$ cat src/rtl/squeeze_io_pkg.sv
`default_nettype none

package squeeze_io_pkg;

	// ------------------------------------------------------------
	// data path types
	// ------------------------------------------------------------
	typedef logic [31:0] word_t;   // one host word
	typedef logic [10:0] count_t;  // fifo fill, 0 to 1024

	// ------------------------------------------------------------
	// block and buffer sizing
	// ------------------------------------------------------------
	localparam int FIFO_DEPTH      = 1024;
	localparam int BLOCK_SIZE      = 128;  // 512 bytes at 4 bytes per word
	localparam int BUFFER_HEADROOM = 20;   // slack for fifo count lag

	// highest pipe-in fill that still leaves room for a whole block
	localparam int PIPE_IN_LIMIT = FIFO_DEPTH - 1 - BUFFER_HEADROOM - BLOCK_SIZE;

	localparam int MEM_WORDS = 4096;  // default word store size

	// destination of the mover's read side
	typedef enum logic [1:0] {
		ROUTE_PIPE_OUT = 2'd0,  // back to the host
		ROUTE_CMD      = 2'd1,  // command fifo
		ROUTE_DATA     = 2'd2   // operand data fifo
	} route_t;

endpackage

`default_nettype wire

$ cat src/rtl/dest_router.sv
`timescale 1ns/1ps
`default_nettype none

module dest_router (
	input  wire                         okClk,
	input  wire                         reset,
	input  wire                         op_en,
	input  wire                         op_run,
	input  wire                         busy,        // mover inside a block
	input  wire                         ob_we,
	input  wire squeeze_io_pkg::word_t  ob_data,
	output logic                        pipe_we,
	output squeeze_io_pkg::word_t       pipe_data,
	input  wire squeeze_io_pkg::count_t pipe_count,
	output logic                        cmd_we,
	output squeeze_io_pkg::word_t       cmd_data,
	input  wire squeeze_io_pkg::count_t cmd_count,
	output logic                        data_we,
	output squeeze_io_pkg::word_t       data_data,
	input  wire squeeze_io_pkg::count_t data_count,
	output squeeze_io_pkg::count_t      ob_count
);

	squeeze_io_pkg::route_t route_sel;  // decoded from the levels
	squeeze_io_pkg::route_t route;      // held while a block is moving
	logic                   to_pipe;
	logic                   to_cmd;
	logic                   to_data;

	assign route_sel = !op_en  ? squeeze_io_pkg::ROUTE_PIPE_OUT :
	                   !op_run ? squeeze_io_pkg::ROUTE_CMD :
	                             squeeze_io_pkg::ROUTE_DATA;

	always_ff @(posedge okClk) begin
		if (reset) begin
			route <= squeeze_io_pkg::ROUTE_PIPE_OUT;
		end else if (!busy) begin
			route <= route_sel;
		end
	end

	assign to_pipe = (route == squeeze_io_pkg::ROUTE_PIPE_OUT);
	assign to_cmd  = (route == squeeze_io_pkg::ROUTE_CMD);
	assign to_data = (route == squeeze_io_pkg::ROUTE_DATA);

	// unselected destinations see zero data
	assign pipe_we   = ob_we && to_pipe;
	assign pipe_data = to_pipe ? ob_data : '0;
	assign cmd_we    = ob_we && to_cmd;
	assign cmd_data  = to_cmd ? ob_data : '0;
	assign data_we   = ob_we && to_data;
	assign data_data = to_data ? ob_data : '0;

	// fill of the selected destination back to the mover
	assign ob_count = to_data ? data_count :
	                  to_cmd  ? cmd_count  : pipe_count;

endmodule

`default_nettype wire

$ cat config.mk
export PLATFORM = sky130hd
export DESIGN_NAME = dest_router
export DESIGN_NICKNAME = d
export VERILOG_FILES = /design/src/rtl/squeeze_io_pkg.sv /design/src/rtl/dest_router.sv
export SDC_FILE = /design/constraint.sdc
export NUM_CORES = 1
export LEC_CHECK = 0
export BUFFER_PORTS_ARGS = -buffer_cell sky130_fd_sc_hd__buf_2
export CAP_MARGIN = 40
export CELL_PAD_IN_SITES_DETAIL_PLACEMENT = 2
export CELL_PAD_IN_SITES_GLOBAL_PLACEMENT = 2
export CORE_MARGIN = 2
export CORE_UTILIZATION = 12
export DETAILED_ROUTE_END_ITERATION = 8
export PLACE_DENSITY = 0.79
export SYNTH_ARGS = -nofsm -noshare
export SYNTH_HDL_FRONTEND = slang
export SYNTH_SLANG_ARGS = --single-unit
$ cat constraint.sdc
create_clock -name okClk -period 1 [get_ports okClk]
set_input_delay 0 -clock okClk [delete_from_list [all_inputs] [get_ports okClk]]
set_output_delay 0 -clock okClk [all_outputs]
set_load 0.005 [all_outputs]
==> metrics <==
Total Wirelength=7220 um; grt ovf=0; worst skew pair latency=between 0.2 and 0.25 ns; clock tree root buffer cell=clkbuf_8; failing checks=negative setup slack; routed via count=between 1.5k and 2k; CTS Buf Count=3; Int Pwr=roughly 0.86 mW; Synth Warn #=0; skew final=0 ns; drt drc=0; CTS tree=done; first-pass GRT wire length=around 9700 um; met3 usage=under 10%; First-pass DRT Iterations=3; core area=slightly below 10,000 um2; Max Cap Viol=0; Port-buffer cells=between 150 and 200; Net Sw Frac=33.9%; number of nets with antenna violations after routing=0; Worst Tran Pin Value=0.152 ns; GR Util met2=between 20 and 30%; Reg with most FFs=route; GRT Util Overall=between 10% and 20%; max reg flops=2; final hold vios=0; CP Class=reg -> out; num ports=approximately 180; final critical-path setup slack=-0.289 ns; Psw=approximately 0.44 mW; most repeated library cell on the critical path=buf_12; Area after DPL=between 2000 and 2500 um2; Slew Viols, Final=0; outcome=finished, violations left; Iteration-0 DRC Markers=10; VDD IR-drop max=0.196 mV; Initial Utilization=12.2%; Final setup viols=110; Diodes inserted=0; Netlist cell types=13; post-synthesis sequential area ratio=under 10%; post-layout min period=between 1 and 1.5 ns; fmax=0.776 GHz; average size of a mapped cell=7.48 um2; Pwr Total=1.30 mW; DIE AREA=10,600 um2; Min-Delay Path Class=in -> reg; DR vias/cell=3.87; logic gate share of total power=68.9%; endpoint type of the worst setup path=output pin; Clock Path Buffers=2; vias in the first global route=approximately 1.9k; slowest CP cell=dfxtp_4; htree depth=1; Post-Syn Area=1170 um2; most frequent cells in the layout=buf_2 (143), and2_1 (62), buf_6 (47), and2_4 (37), mux2i_1 (31); crit path max fanout=25; CP Data Required Time=1.00 ns; syn_nets=roughly 230; RSZ-0062 raised after global routing=yes; layout cells sized above 1=71.1%; Seq pwr share=~6.6%; PD cells=~470 nW/um2; hpwl dp=5330 um; gr busiest metal=met2; Leak=1.46 nW; detail-routed net length per standard cell=approximately 15 um; period utilisation layout=129%; FP Rows=36; Die Y=103 um; die width=103 um; WP data arrival=1.29 ns; Clock power frac=around 25%; clock slew at reported path FFs=0.03 ns; antenna violations before repair=0; clock tree sinks=2; pre-CTS setup slack=-0.259 ns; Area Overhead vs Synth=137%; Largest regs=route x2; max incr delay on CP=0.34 ns; GRT met1 Usage=between 10% and 20%; worst path cell trace=buf_12 -> nor2b_4 -> buf_12 -> and2_1 -> buf_2; largest net degree at the start of global routing=30; nets=419; Final Cell Area=2790 um2; cells after synthesis=157; Final Wtd Congestion=0.659; most common cell after layout, fill and taps aside=buf_2; crit path launch type=flop; Slew headroom=89.6%; flop and latch count out of synthesis=2
## worst max-delay path, delay by kind of cell (launching register included)
kind / cells / cell delay (ns)
buf+inv: 3 / 0.43
flops: 1 / 0.34
simple gates: 2 / 0.31
## cell families after synthesis
logic type      synth area share [%]
compound gates                 0.852
buf+inv                         9.58
flops                           3.41
mux                             28.1
simple gates                    58.0
## layer usage
layer  up-vias  share of wire (%)
li1        876                  -
met1       853                 32
met2       121                 57
met3         4                 11
met4         0               0.57
met5         -                  0
## power groups by stage
stage	clock network [mW]	logic, mW	registers, mW
finish	0.318	0.897	0.0856
global route	0.339	0.985	0.0864
CTS	0.327	0.887	0.0855
detailed placement	0	0.742	0.0878
global placement	0	0.712	0.0878
floorplan	0	0.314	0.0853
## cell type report
| cell class | count | area, um2 |
|---|---|---|
| fillers | 1158 | 6850 |
| well taps | 133 | 166 |
| multi-input cells | 142 | 1140 |
| flip-flops and latches | 2 | 47.5 |
| clock buffers | 3 | 41.3 |
| repair buffers | 199 | 1400 |
## final timing paths
path | startpoint | endpoint | slack [ns] | cells past startpoint
worst max-delay path | route[0] | data_data[18] | -0.29 | 5
worst min-delay path | op_run | route[1] | 0.07 | 3
worst max register to register | route[0] | route[0] | 0.12 | 4
worst min register to register | route[1] | route[1] | 0.75 | 4
## synthesized netlist by cell type
cell	count	share of area [%]
a21oi_1	2	0.85
nand2_1	2	0.64
and2_1	99	53
buf_4	2	1.3
buf_2	3	1.3
dfxtp_1	2	3.4
nand3b_1	1	0.64
mux2i_1	33	28
buf_6	6	5.8
or3b_1	1	0.75
nor2b_4	2	2.3
nor2_4	1	0.96
clkbuf_2	3	1.3
## stage by stage
| stage | hold slack [ns] | cells | utilization (%) | setup TNS, ns |
|---|---|---|---|---|
| after global routing | 0.0888 | 479 | 28.9 | -33.36 |
| after CTS | 0.0589 | 480 | 27.9 | -28.46 |
| after global placement | 0.179 | 464 | 23.1 | -12.34 |
| after floorplan | 0.0691 | 157 | - | 0 |
| after detailed placement | 0.192 | 464 | 23.1 | -12.91 |
| final | 0.0653 | 479 | 28.9 | -26.18 |
## repair_timing
item                       in CTS  in global routing
resized for setup              72                 26
hold endpoints to repair        2                  0
setup endpoints to repair     110                110
gates cloned                    3                  0
hold buffers                    1                  0
setup buffers                   9                  1
pin swaps                      35                  0
Power figures use the tool's default switching activity.
