==> src/rtl/squeeze_io_pkg.sv <==
`default_nettype none

package squeeze_io_pkg;

	// ------------------------------------------------------------
	// data path types
	// ------------------------------------------------------------
	typedef logic [31:0] word_t;   // one host word
	typedef logic [10:0] count_t;  // fifo fill, 0 to 1024

	// ------------------------------------------------------------
	// block and buffer sizing
	// ------------------------------------------------------------
	localparam int FIFO_DEPTH      = 1024;
	localparam int BLOCK_SIZE      = 128;  // 512 bytes at 4 bytes per word
	localparam int BUFFER_HEADROOM = 20;   // slack for fifo count lag

	// highest pipe-in fill that still leaves room for a whole block
	localparam int PIPE_IN_LIMIT = FIFO_DEPTH - 1 - BUFFER_HEADROOM - BLOCK_SIZE;

	localparam int MEM_WORDS = 4096;  // default word store size

	// destination of the mover's read side
	typedef enum logic [1:0] {
		ROUTE_PIPE_OUT = 2'd0,  // back to the host
		ROUTE_CMD      = 2'd1,  // command fifo
		ROUTE_DATA     = 2'd2   // operand data fifo
	} route_t;

endpackage

`default_nettype wire

==> src/rtl/block_dma.sv <==
`timescale 1ns/1ps
`default_nettype none

module block_dma #(
	parameter int MEM_WORDS = squeeze_io_pkg::MEM_WORDS
) (
	input  wire                          okClk,
	input  wire                          reset,
	input  wire                          fifo_reset,
	input  wire                          writes_en,    // enables fifo to store
	input  wire                          reads_en,     // enables store to destination
	// input fifo
	output logic                         ib_re,
	input  wire squeeze_io_pkg::word_t   ib_data,
	input  wire squeeze_io_pkg::count_t  ib_count,
	// routed destination
	output logic                         ob_we,
	output squeeze_io_pkg::word_t        ob_data,
	input  wire squeeze_io_pkg::count_t  ob_count,
	output logic                         busy,
	// word store
	output logic                         mem_wr_en,
	output logic [$clog2(MEM_WORDS)-1:0] mem_wr_addr,
	output squeeze_io_pkg::word_t        mem_wr_data,
	output logic                         mem_rd_en,
	output logic [$clog2(MEM_WORDS)-1:0] mem_rd_addr,
	input  wire squeeze_io_pkg::word_t   mem_rd_data
);

	localparam int AW = $clog2(MEM_WORDS);
	localparam int BW = $clog2(squeeze_io_pkg::BLOCK_SIZE);

	localparam logic [BW-1:0] LAST_BEAT  = BW'(squeeze_io_pkg::BLOCK_SIZE - 1);
	localparam logic [AW:0]   BLOCK_FILL = (AW+1)'(squeeze_io_pkg::BLOCK_SIZE);
	localparam logic [AW:0]   ROOM_LIMIT = (AW+1)'(MEM_WORDS - squeeze_io_pkg::BLOCK_SIZE);

	localparam squeeze_io_pkg::count_t IB_NEED =
		squeeze_io_pkg::count_t'(squeeze_io_pkg::BLOCK_SIZE);
	localparam squeeze_io_pkg::count_t OB_LIMIT =
		squeeze_io_pkg::count_t'(squeeze_io_pkg::FIFO_DEPTH - squeeze_io_pkg::BLOCK_SIZE);

	logic          clr;
	logic          wr_active;
	logic [BW-1:0] wr_beat;
	logic [AW-1:0] wr_addr;
	logic          wr_start;
	logic          rd_active;
	logic [BW-1:0] rd_beat;
	logic [AW-1:0] rd_addr;
	logic          rd_start;
	logic [AW:0]   stored;     // words in the store not yet read back

	function automatic logic [AW-1:0] next_addr(input logic [AW-1:0] a);
		return (a == AW'(MEM_WORDS - 1)) ? '0 : a + 1'b1;
	endfunction

	assign clr = reset || fifo_reset;

	// ------------------------------------------------------------
	// block start conditions
	// ------------------------------------------------------------
	assign wr_start = writes_en && !wr_active && (ib_count >= IB_NEED) &&
		(stored <= ROOM_LIMIT);

	// waiting out the trailing ob_we lets ob_count settle before the next check
	assign rd_start = reads_en && !rd_active && !ob_we && (stored >= BLOCK_FILL) &&
		(ob_count <= OB_LIMIT);

	// write side pops the show-ahead head and stores it in the same cycle
	assign ib_re       = wr_active;
	assign mem_wr_en   = wr_active;
	assign mem_wr_addr = wr_addr;
	assign mem_wr_data = ib_data;

	assign mem_rd_en   = rd_active;
	assign mem_rd_addr = rd_addr;
	assign ob_data     = mem_rd_data;  // lines up with ob_we

	assign busy = wr_active || rd_active || ob_we;

	// ------------------------------------------------------------
	// write side, input fifo to store
	// ------------------------------------------------------------
	always_ff @(posedge okClk) begin
		if (clr) begin
			wr_active <= 1'b0;
			wr_beat   <= '0;
			wr_addr   <= '0;
		end else if (wr_active) begin
			wr_addr <= next_addr(wr_addr);
			wr_beat <= wr_beat + 1'b1;
			if (wr_beat == LAST_BEAT) begin
				wr_active <= 1'b0;
			end
		end else if (wr_start) begin
			wr_active <= 1'b1;
			wr_beat   <= '0;
		end
	end

	// ------------------------------------------------------------
	// read side, store to destination
	// ------------------------------------------------------------
	always_ff @(posedge okClk) begin
		if (clr) begin
			rd_active <= 1'b0;
			rd_beat   <= '0;
			rd_addr   <= '0;
			ob_we     <= 1'b0;
		end else begin
			ob_we <= rd_active;  // one cycle read latency
			if (rd_active) begin
				rd_addr <= next_addr(rd_addr);
				rd_beat <= rd_beat + 1'b1;
				if (rd_beat == LAST_BEAT) begin
					rd_active <= 1'b0;
				end
			end else if (rd_start) begin
				rd_active <= 1'b1;
				rd_beat   <= '0;
			end
		end
	end

	// both sides move one word per cycle at most
	always_ff @(posedge okClk) begin
		if (clr) begin
			stored <= '0;
		end else begin
			case ({mem_wr_en, mem_rd_en})
				2'b10:   stored <= stored + 1'b1;
				2'b01:   stored <= stored - 1'b1;
				default: stored <= stored;
			endcase
		end
	end

endmodule

`default_nettype wire

==> config.mk <==
export PLATFORM = sky130hd
export DESIGN_NAME = block_dma
export DESIGN_NICKNAME = d
export VERILOG_FILES = /design/src/rtl/squeeze_io_pkg.sv /design/src/rtl/block_dma.sv
export SDC_FILE = /design/constraint.sdc
export NUM_CORES = 1
export LEC_CHECK = 0
export BUFFER_PORTS_ARGS = -buffer_cell sky130_fd_sc_hd__buf_2
export CAP_MARGIN = 20
export CORE_ASPECT_RATIO = 1.2
export CORE_MARGIN = 3
export CORE_UTILIZATION = 40
export CTS_CLUSTER_DIAMETER = 200
export DETAILED_ROUTE_END_ITERATION = 8
export PLACE_DENSITY = 0.74
export SYNTH_ARGS = -nofsm -noshare
export SYNTH_HDL_FRONTEND = slang
export SYNTH_SLANG_ARGS = --single-unit
==> constraint.sdc <==
create_clock -name okClk -period 3.2 [get_ports okClk]
set_input_delay 0.16 -clock okClk [delete_from_list [all_inputs] [get_ports okClk]]
set_output_delay 0.16 -clock okClk [all_outputs]
set_load 0.05 [all_outputs]
==> results of run 1 <==
==> synth_stat cells (9+ instances only) <==
cell type,count
buf_4,66
dfxtp_1,54
nor2_1,46
nand2_1,28
nand3_1,24
xor2_1,19
a21oi_1,17
xnor2_1,15
clkbuf_1,10
inv_1,10
o21ai_0,9
==> state kept, by name, indices dropped and copies added, names as in the netlist <==
register,flops
mem_rd_en,1
rd_beat,7
wr_beat,7
stored,13
ob_we,1
ib_re,1
mem_rd_addr,12
mem_wr_addr,12
==> power groups by stage <==
stage	combinational [mW]	sequential, mW	clock [mW]
after floorplan	0.254	0.693	0
after global placement	0.0630	0.693	0
after detailed placement	0.0631	0.693	0
after CTS	0.0636	0.678	0.451
after global routing	0.0698	0.679	0.468
final	0.0629	0.678	0.439
==> layout make-up <==
class / count / area [um^2] / share of cell area [%]
Inverter: 10 / 37.5 / 1.05
Sequential cell: 54 / 1080 / 30.3
Multi-Input combinational cell: 297 / 1940 / 54.2
Tap cell: 117 / 146 / 4.08
Clock inverter: 2 / 20.0 / 0.558
Timing Repair Buffer: 52 / 270 / 7.54
Clock buffer: 6 / 82.6 / 2.30
==> per-layer routing <==
layer  routed length [um]  track usage, %
met2                 3570            23.8
met1                 3540            21.0
met4                  235            7.53
met3                  658            2.99
met5                    0               0
==> worst max-delay path: cells and delay by family, from the launching register on <==
kind,cells,cell delay (ns)
adders and majority gates,2,0.48
buffers and inverters,1,0.17
and+or+nand+nor,2,0.44
xor gates and xnor gates,1,0.14
AOI/OAI and AO/OA,2,0.71
muxes,1,0.23
DFF,1,0.48
==> stage by stage <==
stage               cells  instance area, um^2
floorplan             450                 3670
global placement      530                 3480
detailed placement    530                 3480
CTS                   538                 3580
global route          538                 3580
finish                538                 3580
==> placed cells by master, fill, tap and decap left out, types with 2 or more instances in the layout <==
cell,Yosys,final
dfxtp_1,54,53
a22oi_1,6,6
o211a_1,2,2
nand2_1,28,28
a21oi_1,17,17
or4_1,2,2
nor4b_1,3,3
nor3b_1,4,4
xnor2_1,15,15
o31ai_1,2,2
and2_1,4,4
a211oi_1,2,2
nor3_1,8,8
nor2_1,46,46
and4b_1,2,2
nand4_1,8,8
and4_1,5,5
o41ai_2,2,2
and3_1,8,8
buf_4,66,4
a211o_1,3,3
or3_1,5,5
ha_1,8,8
mux2i_1,5,5
a221oi_1,2,2
or2_2,6,6
o21ai_0,9,9
o22ai_1,6,6
a31oi_1,3,3
o211ai_1,3,3
o221ai_1,2,2
inv_1,10,10
nor4_1,8,8
nand3_1,24,24
xor2_1,19,19
clkbuf_8,0,6
nand2b_1,5,5
buf_2,8,48
==> cell families after synthesis <==
| kind of cell | share of synthesized area, % |
|---|---|
| compound gates | 15.2 |
| xor+xnor | 8.13 |
| fa+ha+maj | 2.73 |
| buf+inv | 17.4 |
| flops | 29.5 |
| mux | 1.67 |
| simple gates | 25.3 |
==> worst min path at each step <==
stage,from,endpoint,slack (ns),cells past startpoint
2_1_floorplan,reset,stored[10]$_SDFFE_PP0P_,0.34,2
3_3_place_gp,ib_data[14],mem_wr_data[14],0.32,0
3_5_place_dp,ib_data[14],mem_wr_data[14],0.32,0
4_1_cts,fifo_reset,stored[4]$_SDFFE_PP0P_,0.16,3
5_1_grt,reset,stored[10]$_SDFFE_PP0P_,0.19,3
6_report,fifo_reset,stored[4]$_SDFFE_PP0P_,0.16,3
==> summary.txt, run 1 <==
Pwr
  – Int Pwr: 879 uW
  – Total power: 1.18 mW
  – Switching Fraction: 25.5%
  – Switching Power: 301 uW
  – Clk network pwr share: 37.2%
  – Peak supply drop: 0.265 mV
  – Comb pwr share: 5.3%
  – Power Density: 329 mW/mm^2
  – Cell leakage power: 1.33 nW
  – Sequential power share: 57.4%

Finish
  – Final Util: 41.0%
  – Fillers: 847
  – Share of layout cells above drive strength 1: 18.3%
  – Area delta synth->final: -2.08%
  – Ant. Diodes: 0
  – Post-layout nets: 519

STA
  – Final Setup Violations: 0
  – Max Fclk: 366 MHz
  – Setup TNS: 0 ns
  – Slew Viols, Final: 0
  – Setup Skew: 0.00827 ns
  – Hold_ws: 0.164 ns
  – Post-route setup slack: 0.464 ns
  – Final period util: 85.5%
  – Tightest Pin Transition: 0.811 ns
  – Unrepaired setup endpoints after global routing: no
  – Final hold vios: 0
  – Final min period: 2.74 ns
  – Rel. slew slack: 45.9%

Job
  – Max cap viols: 0

Critical path
  – Max FO, Critical Path: 19
  – Crit path cell chain: inv_1, ha_1, xor2_1, ha_1, or3_1, a21oi_2, nor4b_1, a221oi_1, mux2i_1
  – Max stage delay on crit path: 0.48 ns
  – Crit end category: flip-flop
  – Critical-path top delay cell: dfxtp_4
  – Reg2Reg Depth: 9
  – Crit Path Category: flip-flop to flip-flop
  – RR Endpoint: stored[12]$_SDFFE_PP0P_
  – Flop-to-flop setup slack: 0.46 ns
  – Crit path capture: stored[12]$_SDFFE_PP0P_
  – Worst R2R Start: ib_re$_SDFF_PP0_
  – WP data required: 3.45 ns
  – Critical Path AT: 2.99 ns
  – CP Launch Point: ib_re$_SDFF_PP0_
  – Crit start category: flip-flop
  – CP most frequent cell: ha_1

Global route
  – Vias in the first global route: 2,905
  – GRT Residual Overflow: 0
  – GRT Total Usage: 15.6%
  – Global-route wire length before repair: 13,600 um
  – Largest net degree at the start of global routing: 43
  – Initial antenna violation count: 0

Detailed routing
  – DRC viols: 0
  – Drt first-iter violations: 190
  – DRT Pass-1 Iters: 5
  – Post-route ant nets: 0
  – Vias per cell: 5.64
  – Vias post-DR: 3,035
  – Routed length per placed instance: 14.9 um
  – Total Wirelength: 8000 um

Worst hold path
  – Hold Path Class: input port to flip-flop

Clock tree
  – TritonCTS buffer count: 5
  – Sink Count: 54
  – PostCTS Resize Cnt: 0
  – H-tree levels: 2
  – Postcts setup bufs: 0
  – Worst-path clk slew: 0.11 ns
  – Clk Tree Root Cell: clkbuf_8
  – Worst skew pair latency: 0.32 ns
  – CTS tree: built
  – Cts hold-fix bufs: 0
  – CTS max path bufs: 2

Yosys
  – Netlist cell types: 65
  – Area contributors post-synth: dfxtp_1 30%, buf_4 14%, nor2_1 4.7%
  – Sequential area share after synthesis: 29.5%
  – Syn_nets: 549
  – Seq cells post-synth: 54
  – Ys flop type: dfxtp_1
  – Syn Inst Count: 450
  – Top cell type's share of synthesized area: 29.5%
  – Mean Syn Cell Area: 8.14 um^2
  – Post-synthesis cell area: 0.00366 mm^2
  – Post-synth top area cell: dfxtp_1
  – Post-synth EDFFs: 0
  – FFs w/ async S/R, synth: 0%
  – Synthesis warning total: 0

Floorplanning
  – # IOs: 184
  – Die area: 0.0103 mm^2
  – Initial Util: 41.8%
  – CORE AREA: 0.00875 mm^2
  – Die W: 93.3 um
  – Die H: 111 um
  – Num rows: 37

Placement
  – Dpl ws: 0.528 ns
  – Post-DP HPWL: 5640 um
  – Port Buffers: 48
  – RD Place Congestion: 0.961

Outcome
  – Status: finished, final reports clean
(Power assumes the default switching activity.)
==> run 2: changes to the inputs <==
Settings changed: CORE_ASPECT_RATIO 1.2 to 0.7, GPL_TIMING_DRIVEN set to 0.
==> summary.txt, run 2 (synthesized netlist as in run 1, its figures left out) <==
Outcome
  – Status: finished, final reports clean

Floorplanning
  – Die H: 86.0 um (-22%)
  – Die area: 0.0104 mm^2 (+0.13%)
  – Die W: 120 um (+29%)
  – Num rows: 28 (-24%)
  – CORE AREA: 0.00869 mm^2 (-0.70%)
  – # IOs: 184 (unchanged)
  – Initial Util: 42.1% (+0.30 points)

Finish
  – Fillers: 852 (+0.59%)
  – Most flop-heavy register: stored
  – Commonest non-fill, non-tap cell in the layout: buf_2
  – Max reg flops: 13 (unchanged)
  – Most frequent cells in the layout: 119 x buf_2, 68 x buf_4, 53 x dfxtp_1
  – Final std cells w/o fill: 690 (+28%)
  – Post-layout nets: 668 (+29%)
  – Share of layout cells above drive strength 1: 38.2% (+20 points)
  – Ant. Diodes: 0 (unchanged)
  – Area delta synth->final: 25.1%

Pwr
  – Peak supply drop: 0.208 mV (-22%)
  – Cell leakage power: 2.00 nW (+50%)
  – Power Density: 346 mW/mm^2 (+5.3%)
  – Total power: 1.59 mW (+35%)

STA
  – Final period util: 92.9% (+7.4 points)
  – Tightest Pin Transition: 0.837 ns (+0.0255 ns)
  – Rel. slew slack: 43.8% (-2.2 points)
  – Final min period: 2.97 ns (+0.236 ns)
  – Final Setup Violations: 0 (unchanged)
  – Post-route setup slack: 0.228 ns (-0.236 ns)
  – Unrepaired setup endpoints after global routing: no
  – Setup Skew: 0.00471 ns (-0.00356 ns)
  – Hold_ws: 0.204 ns (+0.0400 ns)
  – Final hold vios: 0 (unchanged)
  – Slew Viols, Final: 0 (unchanged)
  – Max Fclk: 337 MHz (-7.9%)
  – Setup TNS: 0 ns (unchanged)

Clock tree
  – Cts hold-fix bufs: 0 (unchanged)
  – Clk Tree Root Cell: clkbuf_16
  – Worst-path clk slew: 0.07 ns (-0.04 ns)
  – TritonCTS buffer count: 5 (unchanged)
  – H-tree levels: 2 (unchanged)
  – CTS max path bufs: 2 (unchanged)
  – Worst skew pair latency: 0.30 ns (-0.02 ns)
  – CTS tree: built
  – Sink Count: 54 (unchanged)

Global route
  – Vias in the first global route: 3,423 (+18%)
  – GRT Residual Overflow: 0 (unchanged)
  – Global-route wire length before repair: 15,800 um (+17%)
  – Initial antenna violation count: 0 (unchanged)
  – Largest net degree at the start of global routing: 17 (-60%)
  – GRT Total Usage: 18.4% (+2.8 points)

Detailed routing
  – Vias post-DR: 3,644 (+20%)
  – DRT Pass-1 Iters: 4 (-1)
  – Post-route ant nets: 0 (unchanged)
  – Drt first-iter violations: 280 (+47%)
  – DRC viols: 0 (unchanged)
  – Routed length per placed instance: 14.3 um (-4.0%)
  – Total Wirelength: 9850 um (+23%)
  – Vias per cell: 5.28 (-6.4%)

Placement
  – Port Buffers: 112 (+130%)
  – RD Place Congestion: 0.954 (-0.69%)
  – Placed Cells incl. Taps: 682 (+29%)
  – Dpl ws: -0.410 ns (-0.938 ns)
  – Post-DP HPWL: 7570 um (+34%)

Critical path
  – WP data required: 3.43 ns (-0.02 ns)
  – Crit end category: flip-flop
  – Max FO, Critical Path: 19 (unchanged)
  – Crit start category: flip-flop
  – Crit Path Category: flip-flop to flip-flop
  – Critical Path AT: 3.21 ns (+0.22 ns)

Worst hold path
  – Hold Path Class: input port to flip-flop

Job
  – Max cap viols: 0 (unchanged)
[run 2: metal layers]
layer / GRT usage (%) / up-vias / part of all wire (%)
met5: 0 / - / 0
met2: 30.8 / 141 / 48
met3: 4.35 / 15 / 7.3
li1: - / 1774 / -
met4: 5.56 / 0 / 1.3
met1: 23.9 / 1714 / 44
[run 2: worst max-delay path, stage by stage, from the launching register on]
cell and delay (ns):
dfxtp_4 0.34, clkbuf_2 0.16, clkbuf_4 0.22, inv_4 0.11
ha_4 0.19, buf_4 0.25, xor2_1 0.18, ha_1 0.19
or3_1 0.15, a21oi_4 0.10, or4_1 0.51, a221oi_2 0.29
mux2i_1 0.20
[run 2: where the power goes]
group          switching, mW  internal (mW)  leakage (nW)
clock                  0.253          0.338        0.0753
sequential           0.00173          0.673         0.436
combinational          0.221          0.100          1.49
total                  0.476           1.11          2.00
[run 2: path summary, 6_finish.rpt]
| path | start | to | slack [ns] | cells after the start |
|---|---|---|---|---|
| max | ib_re$_SDFF_PP0_ | stored[10]$_SDFFE_PP0P_ | 0.23 | 12 |
| min | reset | stored[10]$_SDFFE_PP0P_ | 0.20 | 3 |
| max reg2reg | ib_re$_SDFF_PP0_ | stored[10]$_SDFFE_PP0P_ | 0.23 | 12 |
| min reg2reg | wr_beat[5]$_SDFFE_PP0P_ | wr_beat[5]$_SDFFE_PP0P_ | 0.48 | 2 |
[run 2: timing repair]
item                                    4_1_cts  5_1_grt
gates resized for setup                       8        3
endpoints found under the setup margin        5        5
pin swaps                                     1        0
buffers inserted                              1        0
cloned                                        0        0
[run 2: per-stage QoR]
stage / utilization (%) / area, um^2
4_1_cts: 52.7 / 4580
3_5_place_dp: 50.4 / 4380
5_1_grt: 52.7 / 4580
6_report: 52.7 / 4580
2_1_floorplan: - / 3670
3_3_place_gp: 50.4 / 4380
[run 2: area by class of cell]
cell class | count | area [um^2] | area share, %
Clock buffer | 7 | 154 | 3.36
Multi-Input combinational cell | 297 | 1970 | 43.1
Tap cell | 120 | 150 | 3.28
Sequential cell | 54 | 1080 | 23.7
Timing Repair Buffer | 113 | 568 | 12.4
Buffer | 88 | 603 | 13.2
Inverter | 10 | 40.0 | 0.874
Clock inverter | 1 | 7.51 | 0.164
==> run 3: changes to the inputs <==
Settings changed: ABC_AREA set to 1, CTS_CLUSTER_SIZE set to 40, RECOVER_POWER set to 50.
==> summary.txt, run 3 <==
Pwr
  – Int Pwr: 1.14 mW (+2.3%)
  – Total power: 1.64 mW (+3.3%)
  – Switching Fraction: 30.7% (+0.67 points)
  – Power Density: 365 mW/mm^2 (+5.5%)
  – Peak supply drop: 0.189 mV (-9.1%)
  – Switching Power: 503 uW (+5.6%)
  – Clk network pwr share: 36.1% (-1.2 points)
  – Sequential power share: 41.9% (-0.6 points)
  – Cell leakage power: 1.99 nW (-0.63%)
  – Comb pwr share: 22.1% (+1.9 points)

Finish
  – Fillers: 903 (+6.0%)
  – Max reg flops: 13 (unchanged)
  – Most frequent cells in the layout: 115 x nand2_1, 77 x clkbuf_1, 72 x inv_1
  – Final instance area: 0.00449 mm^2 (-2.0%)
  – Seq. cell area: 0.00108 mm^2 (-0.35%)
  – Multi-input gate area: 0.00177 mm^2 (-10%)
  – Commonest non-fill, non-tap cell in the layout: nand2_1
  – Area delta synth->final: 21.2%
  – Final std cells w/o fill: 804 (+17%)
  – Most flop-heavy register: stored
  – Share of layout cells above drive strength 1: 20.9% (-17 points)
  – Ant. Diodes: 0 (unchanged)
  – Post-layout nets: 782 (+17%)

Global route
  – GRT Total Usage: 17.8% (-0.66 points)
  – GRT Residual Overflow: 0 (unchanged)
  – Largest net degree at the start of global routing: 16 (-1)
  – Vias in the first global route: 3,409 (-0.41%)
  – Global-route wire length before repair: 15,500 um (-2.3%)
  – Initial antenna violation count: 0 (unchanged)

Yosys
  – Syn_nets: 663 (+21%)
  – Seq cells post-synth: 54 (unchanged)
  – Sequential area share after synthesis: 29.2% (-0.32 points)
  – Area contributors post-synth: dfxtp_1 29%, buf_4 14%, nand2_1 12%
  – FFs w/ async S/R, synth: 0% (unchanged)
  – Commonest cells post-synth: 115 x nand2_1, 72 x inv_1, 67 x buf_4
  – Syn Inst Count: 564 (+25%)
  – Netlist cell types: 32 (-51%)
  – Ys flop type: dfxtp_1
  – Synthesis warning total: 0 (unchanged)
  – Most common cell in the netlist: nand2_1
  – Post-synth EDFFs: 0 (unchanged)
  – Post-synth top area cell: dfxtp_1
  – Top cell type's share of synthesized area: 29.2% (-0.32 points)
  – Mean Syn Cell Area: 6.56 um^2 (-19%)
  – Post-synthesis cell area: 0.00370 mm^2 (+1.1%)

Clock tree
  – Worst skew pair latency: 0.29 ns (about the same)
  – TritonCTS buffer count: 5 (unchanged)
  – CTS tree: built
  – CTS max path bufs: 2 (unchanged)
  – Clk Tree Root Cell: clkbuf_16
  – Worst-path clk slew: 0.07 ns (about the same)
  – Cts hold-fix bufs: 0 (unchanged)
  – H-tree levels: 2 (unchanged)
  – Sink Count: 54 (unchanged)
  – PostCTS Resize Cnt: 0 (-8)
  – Postcts setup bufs: 0 (-1)

Floorplanning
  – # IOs: 184 (unchanged)
  – Die H: 86.5 um (+0.51%)
  – Die area: 0.0105 mm^2 (+1.0%)
  – Num rows: 28 (unchanged)
  – CORE AREA: 0.00872 mm^2 (+0.40%)
  – Die W: 121 um (+0.52%)
  – Initial Util: 42.4% (+0.29 points)

STA
  – Final period util: 85.3% (-7.6 points)
  – Slew Viols, Final: 0 (unchanged)
  – Final hold vios: 0 (unchanged)
  – Setup TNS: 0 ns (unchanged)
  – Max Fclk: 366 MHz (+8.9%)
  – Unrepaired setup endpoints after global routing: no
  – Final min period: 2.73 ns (-0.243 ns)
  – Rel. slew slack: 56.7% (+13 points)
  – Hold_ws: 0.225 ns (+0.0211 ns)
  – Tightest Pin Transition: 0.647 ns (-0.190 ns)
  – Final Setup Violations: 0 (unchanged)
  – Setup Skew: 0.00323 ns (-0.00148 ns)

Critical path
  – WP data required: 3.39 ns (-0.04 ns)
  – Crit Path Category: flip-flop to flip-flop
  – Max FO, Critical Path: 10 (-9)
  – Max stage delay on crit path: 0.37 ns (-0.14 ns)
  – Critical-path top delay cell: dfxtp_1
  – Delay-heaviest family, CP: buffers and inverters
  – CP most frequent cell: nand2_1
  – Worst Path Buf+Inv: 7 (+3)
  – Crit start category: flip-flop
  – Crit end category: flip-flop
  – Critical Path AT: 2.92 ns (-0.29 ns)
  – Crit path cell chain: buf_4, clkinv_1, ha_1, buf_6, buf_6, nand2_2, inv_2, nor2_4, ha_1, inv_1, nand2_1, nand3_1, nand2_2, nand2_1, nand2_1, xnor2_1, nand2_1, nand2_1, inv_1

Detailed routing
  – Vias post-DR: 3,870 (+6.2%)
  – DRC viols: 0 (unchanged)
  – Routed length per placed instance: 12.3 um (-14%)
  – Post-route ant nets: 0 (unchanged)
  – Vias per cell: 4.81 (-8.9%)
  – Drt first-iter violations: 248 (-11%)
  – Total Wirelength: 9920 um (+0.73%)
  – DRT Pass-1 Iters: 5 (+1)

Worst hold path
  – Hold Path Class: input port to flip-flop

Placement
  – Post-DP HPWL: 7910 um (+4.5%)
  – Placed Cells incl. Taps: 796 (+17%)
  – Port Buffers: 112 (unchanged)
  – Placement-stage cell area: 0.00441 mm^2 (+0.74%)
  – RD Place Congestion: 0.972 (+1.8%)

Job
  – Max cap viols: 0 (unchanged)

Outcome
  – Status: finished, final reports clean
run 3: changes by cell type in the layout (fill, tap and decap cells not counted), moves of 7 or more:
| cell | delta |
|---|---|
| nor2_2 | +9 |
| xnor2_1 | -12 |
| xor2_1 | -9 |
| inv_1 | +63 |
| a21oi_1 | +34 |
| nand2_2 | +7 |
| nand3_1 | +13 |
| nor4_1 | -7 |
| clkbuf_1 | +68 |
| buf_2 | -80 |
| o21ai_0 | +17 |
| nand2_1 | +87 |
run 3: metal layers:
| metal | global-route usage (%) | routed length, um | vias up |
|---|---|---|---|
| met1 | 25.5 | 4590 | 1730 |
| li1 | - | - | 1971 |
| met5 | 0 | 0 | - |
| met2 | 28.7 | 4350 | 161 |
| met4 | 2.78 | 48 | 0 |
| met3 | 3.07 | 941 | 8 |
run 3: worst paths after layout:
| path | endpoint | slack [ns] | from | depth (start not counted) |
|---|---|---|---|---|
| max | stored[8]$_SDFFE_PP0P_ | 0.47 | ib_re$_SDFF_PP0_ | 19 |
| min | wr_beat[3]$_SDFFE_PP0P_ | 0.22 | ib_count[10] | 4 |
| max reg2reg | stored[8]$_SDFFE_PP0P_ | 0.47 | ib_re$_SDFF_PP0_ | 19 |
| min reg2reg | mem_wr_addr[10]$_SDFFE_PP0P_ | 0.47 | mem_wr_addr[10]$_SDFFE_PP0P_ | 2 |
run 3: power by group through the flow:
| stage | Clock (mW) | Combinational (mW) | Sequential [mW] |
|---|---|---|---|
| after global placement | 0 | 0.369 | 0.702 |
| after floorplan | 0 | 0.294 | 0.705 |
| after detailed placement | 0 | 0.373 | 0.702 |
| after global routing | 0.635 | 0.383 | 0.687 |
| final | 0.591 | 0.362 | 0.687 |
| after CTS | 0.602 | 0.373 | 0.686 |
run 3: area by class of cell:
type | instances | area share, %
Multi-Input combinational cell | 357 | 39.5
Sequential cell | 54 | 24.1
Buffer | 76 | 12.5
Timing Repair Buffer | 112 | 10.5
Inverter | 77 | 6.44
Clock buffer | 8 | 3.71
Tap cell | 120 | 3.35
run 3: cell families (layout without fill, tap and decap cells):
group           Yosys count  count (layout)  synth area share (%)
simple gates            253             253                  30.6
buf+inv                 153             273                  22.9
xor+xnor                 13              13                  3.08
fa+ha+maj                 8               8                  2.70
compound gates           83              83                  11.5
flops                    54              54                  29.2
run 3: stage by stage:
step	setup slack (ns)	util, %
after global placement	0.540	50.6
after detailed placement	0.499	50.6
after global routing	0.209	51.4
final	0.471	51.4
after CTS	0.481	52.5
after floorplan	0.519	-
run 3: worst register-to-register path, cell delays in order, from the launching register on:
cell and delay (ns):
dfxtp_1 0.37, buf_4 0.18, clkinv_1 0.27, ha_1 0.32, buf_6 0.14, buf_6 0.15, nand2_2 0.09, inv_2 0.04
nor2_4 0.09, ha_1 0.16, inv_1 0.04, nand2_1 0.14, nand3_1 0.11, nand2_2 0.13, nand2_1 0.06, nand2_1 0.08
xnor2_1 0.11, nand2_1 0.07, nand2_1 0.06, inv_1 0.03
